==> config.mk <==
export PLATFORM = sky130hd
export DESIGN_NAME = core_top
export DESIGN_NICKNAME = d
export VERILOG_FILES = /design/src/design/rv_pkg.sv /design/src/design/pc_reg.sv /design/src/design/idu.sv /design/src/design/regfile.sv /design/src/design/exu.sv /design/src/design/core_top.sv
export VERILOG_INCLUDE_DIRS = /design/src /design/src/design
export SDC_FILE = /design/constraint.sdc
export NUM_CORES = 2
export LEC_CHECK = 0
export ABC_AREA = 0
export BUFFER_PORTS_ARGS = -buffer_cell sky130_fd_sc_hd__buf_2
export CORE_ASPECT_RATIO = 2
export CORE_MARGIN = 2
export CORE_UTILIZATION = 55
export CTS_CLUSTER_DIAMETER = 30
export DETAILED_ROUTE_END_ITERATION = 8
export PLACE_DENSITY = 0.71
export SETUP_SLACK_MARGIN = 0.2
export SKIP_CTS_REPAIR_TIMING = 1
export SLEW_MARGIN = 20
export SYNTH_ARGS = -nofsm -noshare
export SYNTH_HDL_FRONTEND = slang
export SYNTH_SLANG_ARGS = --single-unit
==> constraint.sdc <==
create_clock -name clk -period 13.3 [get_ports clk]
set_input_delay 2.66 -clock clk [delete_from_list [all_inputs] [get_ports clk]]
set_output_delay 2.66 -clock clk [all_outputs]
set_load 0.05 [all_outputs]
==> src/design/rv_defines.svh <==
`ifndef RV_DEFINES_SVH
`define RV_DEFINES_SVH

// data and address width
`define RV_XLEN 64

// first fetch after reset
`define RV_RESET_PC 64'h0000_0000_8000_0000

// register file size
`define RV_REG_NUM 32
`define RV_REG_AW 5

// major opcodes, inst[6:0]
`define RV_OP_IMM 7'b0010011
`define RV_OP_AUIPC 7'b0010111
`define RV_OP_LUI 7'b0110111
`define RV_OP_JAL 7'b1101111
`define RV_OP_JALR 7'b1100111
`define RV_OP_STORE 7'b0100011
`define RV_OP_SYSTEM 7'b1110011

// funct3 values, inst[14:12]
`define RV_F3_ADDI 3'b000
`define RV_F3_JALR 3'b000
`define RV_F3_SD 3'b011
// ecall/ebreak group
`define RV_F3_PRIV 3'b000

`endif

==> src/design/rv_pkg.sv <==
`default_nettype none

`include "rv_defines.svh"

package rv_pkg;

  // instruction format seen by the operand mux
  typedef enum logic [2:0] {
    fmt_none,
    fmt_i,
    fmt_u,
    fmt_j
  } inst_fmt_e;

  // decoder result handed to execute
  typedef struct packed {
    // add is the only operation of the subset
    logic alu_add;
    logic [`RV_XLEN-1:0] op1;
    logic [`RV_XLEN-1:0] op2;
    // jump target operands
    logic [`RV_XLEN-1:0] op1_jump;
    logic [`RV_XLEN-1:0] op2_jump;
    logic jump_flag;
    logic rd_w_en;
    logic [`RV_REG_AW-1:0] rd_w_addr;
  } dec_t;

  // register read request
  typedef struct packed {
    logic rs1_r_en;
    logic [`RV_REG_AW-1:0] rs1_r_addr;
    logic rs2_r_en;
    logic [`RV_REG_AW-1:0] rs2_r_addr;
  } rd_req_t;

  // write-back payload
  typedef struct packed {
    logic en;
    logic [`RV_REG_AW-1:0] addr;
    logic [`RV_XLEN-1:0] data;
  } wb_t;

endpackage

`default_nettype wire

==> src/design/pc_reg.sv <==
`default_nettype none

`include "rv_defines.svh"

module pc_reg (
  input logic clk,
  input logic rst,
  input logic jump_flag,
  input logic [`RV_XLEN-1:0] jump_target,
  input logic stop,
  input logic is_invalid,
  output logic [`RV_XLEN-1:0] pc,
  output logic halted,
  output logic illegal
);

  // jal/jalr targets drop bit 0
  always_ff @(posedge clk) begin
    if (rst) begin
      pc <= `RV_RESET_PC;
    end else if (!halted && !stop) begin
      if (jump_flag) begin
        pc <= {jump_target[`RV_XLEN-1:1], 1'b0};
      end else begin
        pc <= pc + `RV_XLEN'(4);
      end
    end
  end

  // halt is sticky until reset
  always_ff @(posedge clk) begin
    if (rst) begin
      halted <= 1'b0;
      illegal <= 1'b0;
    end else if (!halted && stop) begin
      halted <= 1'b1;
      // cause of the stop
      illegal <= is_invalid;
    end
  end

endmodule

`default_nettype wire

==> src/design/idu.sv <==
`default_nettype none

`include "rv_defines.svh"

module idu (
  input logic [`RV_XLEN-1:0] pc,
  input logic [31:0] inst,
  input logic [`RV_XLEN-1:0] rs1_data,
  output rv_pkg::dec_t dec,
  output rv_pkg::rd_req_t rd_req,
  output logic inst_ebreak,
  output logic invalid_inst
);

  import rv_pkg::*;

  logic [6:0] opcode;
  logic [2:0] funct3;
  logic [`RV_REG_AW-1:0] rd;
  logic [`RV_REG_AW-1:0] rs1;
  logic [`RV_XLEN-1:0] imm_i;
  logic [`RV_XLEN-1:0] imm_u;
  logic [`RV_XLEN-1:0] imm_j;
  logic inst_addi;
  logic inst_auipc;
  logic inst_lui;
  logic inst_jal;
  logic inst_jalr;
  logic inst_sd;
  logic inst_dummy;
  inst_fmt_e fmt;

  // field split
  assign opcode = inst[6:0];
  assign rd = inst[11:7];
  assign funct3 = inst[14:12];
  assign rs1 = inst[19:15];

  // immediates, all sign extended to xlen
  assign imm_i = {{(`RV_XLEN-12){inst[31]}}, inst[31:20]};
  assign imm_u = {{(`RV_XLEN-32){inst[31]}}, inst[31:12], 12'b0};
  // J: imm[20|10:1|11|19:12]
  assign imm_j = {{(`RV_XLEN-21){inst[31]}}, inst[31], inst[19:12], inst[20],
                  inst[30:21], 1'b0};

  // instruction match
  assign inst_addi = (opcode == `RV_OP_IMM) && (funct3 == `RV_F3_ADDI);
  assign inst_auipc = (opcode == `RV_OP_AUIPC);
  assign inst_lui = (opcode == `RV_OP_LUI);
  assign inst_jal = (opcode == `RV_OP_JAL);
  assign inst_jalr = (opcode == `RV_OP_JALR) && (funct3 == `RV_F3_JALR);
  // store decoded only, no memory behind it
  assign inst_sd = (opcode == `RV_OP_STORE) && (funct3 == `RV_F3_SD);
  assign inst_ebreak = (opcode == `RV_OP_SYSTEM) && (funct3 == `RV_F3_PRIV);
  // all-zero filler word
  assign inst_dummy = (inst == 32'h0);

  assign invalid_inst = !(inst_dummy | inst_addi | inst_ebreak | inst_auipc |
                          inst_lui | inst_jal | inst_jalr | inst_sd);

  // format, sd and dummy fall into none
  always_comb begin
    if (inst_addi || inst_jalr || inst_ebreak) begin
      fmt = fmt_i;
    end else if (inst_auipc || inst_lui) begin
      fmt = fmt_u;
    end else if (inst_jal) begin
      fmt = fmt_j;
    end else begin
      fmt = fmt_none;
    end
  end

  // operand select per format
  always_comb begin
    dec = '0;
    rd_req = '0;
    dec.alu_add = inst_addi | inst_auipc | inst_lui | inst_jal | inst_jalr;
    dec.jump_flag = inst_jal | inst_jalr;
    case (fmt)
      fmt_i: begin
        rd_req.rs1_r_en = 1'b1;
        rd_req.rs1_r_addr = rs1;
        // ebreak reads rs1 but never writes
        dec.rd_w_en = !inst_ebreak;
        dec.rd_w_addr = rd;
        if (inst_jalr) begin
          // link value, target from rs1
          dec.op1 = pc;
          dec.op2 = `RV_XLEN'(4);
          dec.op1_jump = rs1_data;
          dec.op2_jump = imm_i;
        end else begin
          dec.op1 = rs1_data;
          dec.op2 = imm_i;
        end
      end
      fmt_u: begin
        // lui adds to zero
        dec.op1 = inst_auipc ? pc : '0;
        dec.op2 = imm_u;
        dec.rd_w_en = 1'b1;
        dec.rd_w_addr = rd;
      end
      fmt_j: begin
        dec.op1 = pc;
        dec.op2 = `RV_XLEN'(4);
        dec.op1_jump = pc;
        dec.op2_jump = imm_j;
        dec.rd_w_en = 1'b1;
        dec.rd_w_addr = rd;
      end
      default: begin
        // no-op, nothing written
        dec.rd_w_en = 1'b0;
      end
    endcase
  end

endmodule

`default_nettype wire

==> src/design/regfile.sv <==
`default_nettype none

`include "rv_defines.svh"

module regfile (
  input logic clk,
  input logic rst,
  input rv_pkg::rd_req_t rd_req,
  output logic [`RV_XLEN-1:0] rs1_data,
  input rv_pkg::wb_t wb
);

  logic [`RV_XLEN-1:0] regs [`RV_REG_NUM];

  // whole file cleared on reset
  // x0 is never written so it stays zero
  always_ff @(posedge clk) begin
    if (rst) begin
      for (int i = 0; i < `RV_REG_NUM; i++) begin
        regs[i] <= '0;
      end
    end else if (wb.en && (wb.addr != '0)) begin
      regs[wb.addr] <= wb.data;
    end
  end

  // combinational read, same-cycle decode
  // no bypass, the write lands on the edge after
  always_comb begin
    if (!rd_req.rs1_r_en || (rd_req.rs1_r_addr == '0)) begin
      rs1_data = '0;
    end else begin
      rs1_data = regs[rd_req.rs1_r_addr];
    end
  end

  // rs2 request fields come in with the struct
  // nothing in the subset reads rs2

endmodule

`default_nettype wire

==> src/design/exu.sv <==
`default_nettype none

`include "rv_defines.svh"

module exu (
  input rv_pkg::dec_t dec,
  input logic halted,
  output rv_pkg::wb_t wb,
  output logic [`RV_XLEN-1:0] jump_target
);

  logic [`RV_XLEN-1:0] alu_sum;

  // result adder
  // covers addi, auipc, lui and the link value
  assign alu_sum = dec.op1 + dec.op2;

  // zero result when no add is selected
  assign wb.data = dec.alu_add ? alu_sum : '0;

  // target adder, bit 0 cleared in pc_reg
  assign jump_target = dec.op1_jump + dec.op2_jump;

  // rd passes straight through
  assign wb.addr = dec.rd_w_addr;

  // no write-back once the core has stopped
  assign wb.en = dec.rd_w_en && !halted;

endmodule

`default_nettype wire

==> src/design/core_top.sv <==
`default_nettype none

`include "rv_defines.svh"

module core_top (
  input logic clk,
  input logic rst,
  input logic [31:0] inst,
  output logic [`RV_XLEN-1:0] pc,
  output rv_pkg::wb_t wb,
  output logic halted,
  output logic illegal
);

  import rv_pkg::*;

  dec_t dec;
  rd_req_t rd_req;
  logic [`RV_XLEN-1:0] rs1_data;
  logic [`RV_XLEN-1:0] jump_target;
  logic inst_ebreak;
  logic invalid_inst;
  logic stop;

  // either cause freezes the pc
  assign stop = inst_ebreak | invalid_inst;

  pc_reg pc_reg_inst (
    .clk(clk),
    .rst(rst),
    .jump_flag(dec.jump_flag),
    .jump_target(jump_target),
    .stop(stop),
    .is_invalid(invalid_inst),
    .pc(pc),
    .halted(halted),
    .illegal(illegal)
  );

  // inst arrives in the same cycle as pc
  idu idu_inst (
    .pc(pc),
    .inst(inst),
    .rs1_data(rs1_data),
    .dec(dec),
    .rd_req(rd_req),
    .inst_ebreak(inst_ebreak),
    .invalid_inst(invalid_inst)
  );

  regfile regfile_inst (
    .clk(clk),
    .rst(rst),
    .rd_req(rd_req),
    .rs1_data(rs1_data),
    .wb(wb)
  );

  // wb feeds the register file and the outputs
  exu exu_inst (
    .dec(dec),
    .halted(halted),
    .wb(wb),
    .jump_target(jump_target)
  );

endmodule

`default_nettype wire

Word level (Yosys, flattened, before mapping) --
Memories as Yosys holds them, arrays and structs flattened. Index checks and enable logic that the tools add are counted.
Word-level totals: register bits 66, bits in latches 0, RAM bits 2048, ROM bits 0, input bits 34, output and inout port bits 136, word-level logic and storage cells 77, memories 1
Operators by class: $add $sub $neg 3, multiply operators 0, divide/modulo/power cells 0, magnitude comparators 0, equal/unequal tests 11, shifts and indexed selects 0, mux-type cells 22, bitwise logic cells 13, reduce and logical (&&, ||, !) cells 24
Memory list:
- regfile_inst.regs | words 32, bits a word 64, rd ports 1, clocked after memory_dff 0, wr ports 32, line regfile.sv:13 | logic [`RV_XLEN-1:0] regs [`RV_REG_NUM];
Operator list (count):
- $pmux 128 s3 | 1
- $mux 64 | 5
- $mux 128 | 2
- $pmux 128 s2 | 1
- $add 64x64->64 | 2
- $add 64x3->64 const B | 1
- $reduce_or 64->1 | 1
- $logic_not 32->1 | 1
- $eq 7x7->1 const B | 3
- $eq 7x5->1 const B | 2
- $eq 7x6->1 const B | 2
- $or 1x1->1 | 13
- $mux 5 | 2
- $eq 3x2->1 const B | 3
- $logic_and 1x1->1 | 8
- $mux 1 | 6
- $mux 3 | 2
- $mux 6 | 1
- $logic_not 1->1 | 5
- $logic_not 5->1 | 1
- $reduce_bool 5->1 | 1
- $logic_or 1x1->1 | 4
- $eq 3x1->1 const B | 1
- $logic_not 3->1 | 1
- other kinds (4) | 4

Longest topological paths before layout --
depth after elaboration 15, gate-level depth with buffers 30

By module --
Synthesis repeated with hierarchy kept, for this count alone.
Unflattened totals: cell total of the unflattened synthesis 8042, area total of the unflattened synthesis 107151.5 µm²
By module, submodules not included:
- regfile | instances 1, cells an instance 5856, area an instance 91841.8 µm²
- exu | instances 1, cells an instance 1214, area an instance 8034.0 µm²
- pc_reg | instances 1, cells an instance 617, area an instance 4554.4 µm²
- idu | instances 1, cells an instance 354, area an instance 2715.1 µm²
- core_top | instances 1, cells an instance 1, area an instance 6.3 µm²

Worst setup path after synthesis --
OpenSTA, ideal clock, no wires.
path type input -> output, from in inst[15], to out wb[57] (netlist name), arrival 8.898 ns, data required time 10.640 ns, slack 1.742 ns, stages 27, buffers on the path 9, cell sequence buf_2 buf_2 buf_1 clkbuf_1 clkbuf_1 clkbuf_1 clkbuf_1 nor2_1 nor3_1 o31ai_1 a211oi_1 a22o_1 ha_1 clkbuf_1 a21o_1 a31oi_1 o22ai_1 a2111oi_0 a21oi_1 o211ai_1 a31oi_4 o21ai_1 nor2_1 a31o_2 xnor2_1 buf_2 nor2_1
RTL lines:
- start, declared | line core_top.sv:8 | input logic [31:0] inst,
- end, declared | line core_top.sv:10 | output rv_pkg::wb_t wb,

==> metrics.txt <==
# TYPE chip_impl_metric gauge
chip_impl_info{name="status",value="finished clean"} 1
chip_impl_metric{name="cts-root-to-sink-buffers",unit=""} 4
chip_impl_metric{name="cellLeakagePower",unit="nW"} 43.4
chip_impl_info{name="synth_top_cell_by_area",value="edfxtp_1"} 1
chip_impl_metric{name="route.final.wire_length",unit="um"} 419000
chip_impl_metric{name="core.rowCount",unit=""} 224
chip_impl_metric{name="fin_total_pwr",unit="mW"} 15.7
chip_impl_metric{name="worst_ep_arrival_time",unit="ns"} 10.38
chip_impl_info{name="tritoncts_clock_tree",value="done"} 1
chip_impl_metric{name="yosys_warnings",unit=""} 0
chip_impl_info{name="mostFrequentLayoutCell",value="nor2_1"} 1
chip_impl_metric{name="fin_nets",unit=""} 10197
chip_impl_metric{name="grt_use_total",unit="%"} 43.3
chip_impl_metric{name="max_freq",unit="MHz"} 76.7
chip_impl_metric{name="via_count_of_the_first_global_routing_pass",unit=""} 85442
chip_impl_metric{name="grt-ovfl-total",unit=""} 0
chip_impl_info{name="hold_path_class",value="reg -> reg"} 1
chip_impl_metric{name="power_frac_clock",unit="%"} 47.6
chip_impl_info{name="startpoint_type",value="input port"} 1
chip_impl_metric{name="grt_first_pass_wirelength",unit="um"} 589000
chip_impl_metric{name="period_needed",unit="ns"} 13.04
chip_impl_metric{name="drt_first_pass_iters",unit=""} 6
chip_impl_metric{name="worstHoldPathCells",unit=""} 2
chip_impl_metric{name="number_of_antenna_violations_at_the_first_check_in_global_routing",unit=""} 16
chip_impl_metric{name="postLayoutSetupSlackWorst",unit="ns"} 0.259
chip_impl_info{name="timing.critical_path.to_type",value="primary output"} 1
chip_impl_metric{name="fin_util",unit="%"} 62.8
chip_impl_metric{name="flip_flop_count_of_the_largest_register_all_copies_and_words_added",unit=""} 2048
chip_impl_metric{name="cts_htree_levels",unit=""} 5
chip_impl_metric{name="design.core.area",unit="sq um"} 186000
chip_impl_metric{name="io_buffer_count",unit=""} 168
chip_impl_metric{name="timing.final.setup_violations",unit=""} 0
chip_impl_metric{name="tightest_slew",unit="ns"} 1.29
chip_impl_metric{name="worst-path-max-fanout",unit=""} 44
chip_impl_metric{name="synth-edff-count",unit=""} 2048
chip_impl_metric{name="cp_data_required_time",unit="ns"} 10.64
chip_impl_metric{name="cap_viol_max_count",unit=""} 0
chip_impl_metric{name="via_per_inst",unit=""} 6.83
chip_impl_info{name="synth.top_cells.by_area",value="edfxtp_1 60%, nor2_1 8.2%, nand2_1 4.9%"} 1
chip_impl_metric{name="irDropWorstVdd",unit="mV"} 0.102
chip_impl_metric{name="grt_max_degree",unit=""} 107
chip_impl_metric{name="synth_area",unit="sq um"} 103000
chip_impl_info{name="grt_setup_unrepaired",value="true"} 1
chip_impl_metric{name="drc_errors",unit=""} 0
chip_impl_info{name="timing_worst_setup_path_type",value="in -> out"} 1
chip_impl_metric{name="syn_area_per_cell",unit="sq um"} 10.2
chip_impl_metric{name="hpwl_after_dpl",unit="um"} 238000
chip_impl_metric{name="vias",unit=""} 86954
chip_impl_metric{name="final-max-slew-violation-count",unit=""} 0
chip_impl_metric{name="cts_sinks",unit=""} 2113
chip_impl_metric{name="flow.area_growth_from_synthesis",unit="%"} 13.4
chip_impl_metric{name="synth.distinct_cells",unit=""} 96
chip_impl_metric{name="power_switching_share",unit="%"} 22.9
chip_impl_metric{name="power_switching",unit="mW"} 3.60
chip_impl_metric{name="worst_hold_slack",unit="ns"} 0.548
chip_impl_info{name="synthFlopType",value="edfxtp_1"} 1
chip_impl_metric{name="clock_latency_at_the_later_pin_of_the_worst_skew_pair",unit="ns"} 0.87
chip_impl_metric{name="routedWlPerCell",unit="um"} 32.9
chip_impl_metric{name="internal-power",unit="mW"} 12.1
chip_impl_metric{name="gp_congestion",unit=""} 1.06
chip_impl_metric{name="cell_total_after_placement",unit=""} 12248
chip_impl_metric{name="clock_skew",unit="ns"} 0.0674
chip_impl_metric{name="chipWidth",unit="um"} 310
chip_impl_metric{name="floorplan.initialDensity",unit="%"} 55.4
chip_impl_metric{name="synth-async-reset-ratio",unit="%"} 0
chip_impl_metric{name="power.density_cell_area",unit="nW/um^2"} 134
chip_impl_metric{name="fraction_of_final_layout_cells_with_drive_strength_greater_than_1",unit="%"} 12.1
chip_impl_metric{name="drtAntennaViolNets",unit=""} 0
chip_impl_info{name="final_cell_mix",value="2,260 x nor2_1, 2,048 x edfxtp_1, 1,316 x nand2_1, 573 x nand3_1, 528 x a21oi_1"} 1
chip_impl_metric{name="combPwrFrac",unit="%"} 4.1
chip_impl_metric{name="initialDrtViolationCount",unit=""} 14145
chip_impl_metric{name="layout_worst_path_cycle_share",unit="%"} 98.0
chip_impl_metric{name="slew-limit-headroom",unit="%"} 14.1
chip_impl_info{name="clock_root_buffer",value="clkbuf_16"} 1
chip_impl_metric{name="power.share.sequential",unit="%"} 48.3
chip_impl_metric{name="final_design_area_no_fill",unit="sq um"} 117000
chip_impl_metric{name="floorplan.die.height",unit="um"} 617
chip_impl_metric{name="number_of_register_bits_inferred_by_synthesis",unit=""} 2113
chip_impl_metric{name="synth-seq-area-share",unit="%"} 60.9
chip_impl_metric{name="r2r.worst_path.cells",unit=""} 20
chip_impl_metric{name="clkSlewWorstSetupHoldPaths",unit="ns"} 0.05
chip_impl_metric{name="synthesis.instances",unit=""} 10111
chip_impl_metric{name="io_pins",unit=""} 170
chip_impl_metric{name="cts-buffers-inserted",unit=""} 266
chip_impl_metric{name="hold_violations",unit=""} 0
chip_impl_metric{name="setup_total_negative_slack",unit="ns"} 0
chip_impl_metric{name="netlist.area_leader.share",unit="%"} 59.6
chip_impl_metric{name="finalNonFillerCells",unit=""} 12735
chip_impl_metric{name="placed_cell_area",unit="sq um"} 108000
chip_impl_metric{name="die_footprint",unit="sq um"} 191000
chip_impl_metric{name="place_ws",unit="ns"} 0.255
-- cells in the mapped netlist (all sizes together) (9+ instances only) --
library cell and n:
nand3b 10, a22o 124, o21bai 31, nor2b 31, o21a 24, nand2b 52, o22a 123, o31ai 75
buf 208, a211o 9, nor3 168, and3 158, mux2 125, or2 12, nand2 1352, nand3 576
mux2i 143, xor2 46, o211ai 14, nor4 25, ha 126, o21ai 278, and2 31, or3 72
a211oi 99, dfxtp 65, a21oi 532, nand4 31, a21o 100, xnor2 61, nor2 2263, a31oi 18
o22ai 137, nor3b 9, edfxtp 2048, inv 103, clkbuf 723
-- area by class of cell --
| cell class | instances | area (sq um) |
|---|---|---|
| Inverter | 103 | 392 |
| Fill cell | 14595 | 69300 |
| Tap cell | 2486 | 3110 |
| Antenna cell | 12 | 30.0 |
| Timing Repair Buffer | 523 | 4100 |
| Clock buffer | 290 | 6870 |
| Sequential cell | 2113 | 62800 |
| Clock inverter | 180 | 2210 |
| Multi-Input combinational cell | 7028 | 37500 |
-- cells by family after synthesis --
logic type | synth area share [%]
and+or+nand+nor | 19.6
DFF | 60.9
AOI/OAI and AO/OA | 10.3
buffers and inverters | 3.83
muxes | 2.86
adders and majority gates | 1.57
xor gates and xnor gates | 0.908
other | 0.00363
-- path summary, 6_finish.rpt --
| check | slack, ns | from | to |
|---|---|---|---|
| worst max-delay path | 0.26 | inst[13] | wb[61] |
| worst min-delay path | 0.55 | pc_reg_inst.pc[1] | pc_reg_inst.pc[1] |
| worst max register to register | 5.69 | regfile_inst.regs[22][27] | pc_reg_inst.pc[62] |
| worst min register to register | 0.55 | pc_reg_inst.pc[1] | pc_reg_inst.pc[1] |
-- power groups by stage --
stage                     registers (mW)  clock network, mW  logic [mW]
after detailed placement            7.72                  0       0.610
after CTS                           7.58               7.45       0.613
after floorplan                     7.72                  0       0.337
after global placement              7.71                  0       0.605
final                               7.59               7.49       0.643
after global routing                7.60               7.71       0.654
-- critical path, cell delays in order --
cell and delay (ns):
buf_2 0.18, buf_4 0.19, or4_1 0.62, buf_4 0.24, nor3_4 0.20, buf_12 0.25, buf_4 0.36, buf_4 0.60
o22a_1 0.24, nor2_1 0.04, nor3_1 0.33, o31ai_1 0.12, a211oi_1 0.81, a22o_1 0.25, ha_1 0.32, nand2_1 0.16
or3_1 0.38, a21oi_2 0.44, buf_4 0.21, o211ai_1 0.19, a31oi_4 0.26, o21ai_1 0.17, o41ai_2 0.39, xnor2_2 0.28
nor2_1 0.18, buf_2 0.28
-- per-layer routing --
metal	up-vias	track usage, %	wire length [um]
li1	35512	-	-
met1	41506	47.7	124000
met2	7542	66.7	188000
met3	2382	13.5	60800
met4	12	39.4	45700
met5	-	0.0775	76
Power figures use the tool's default switching activity.
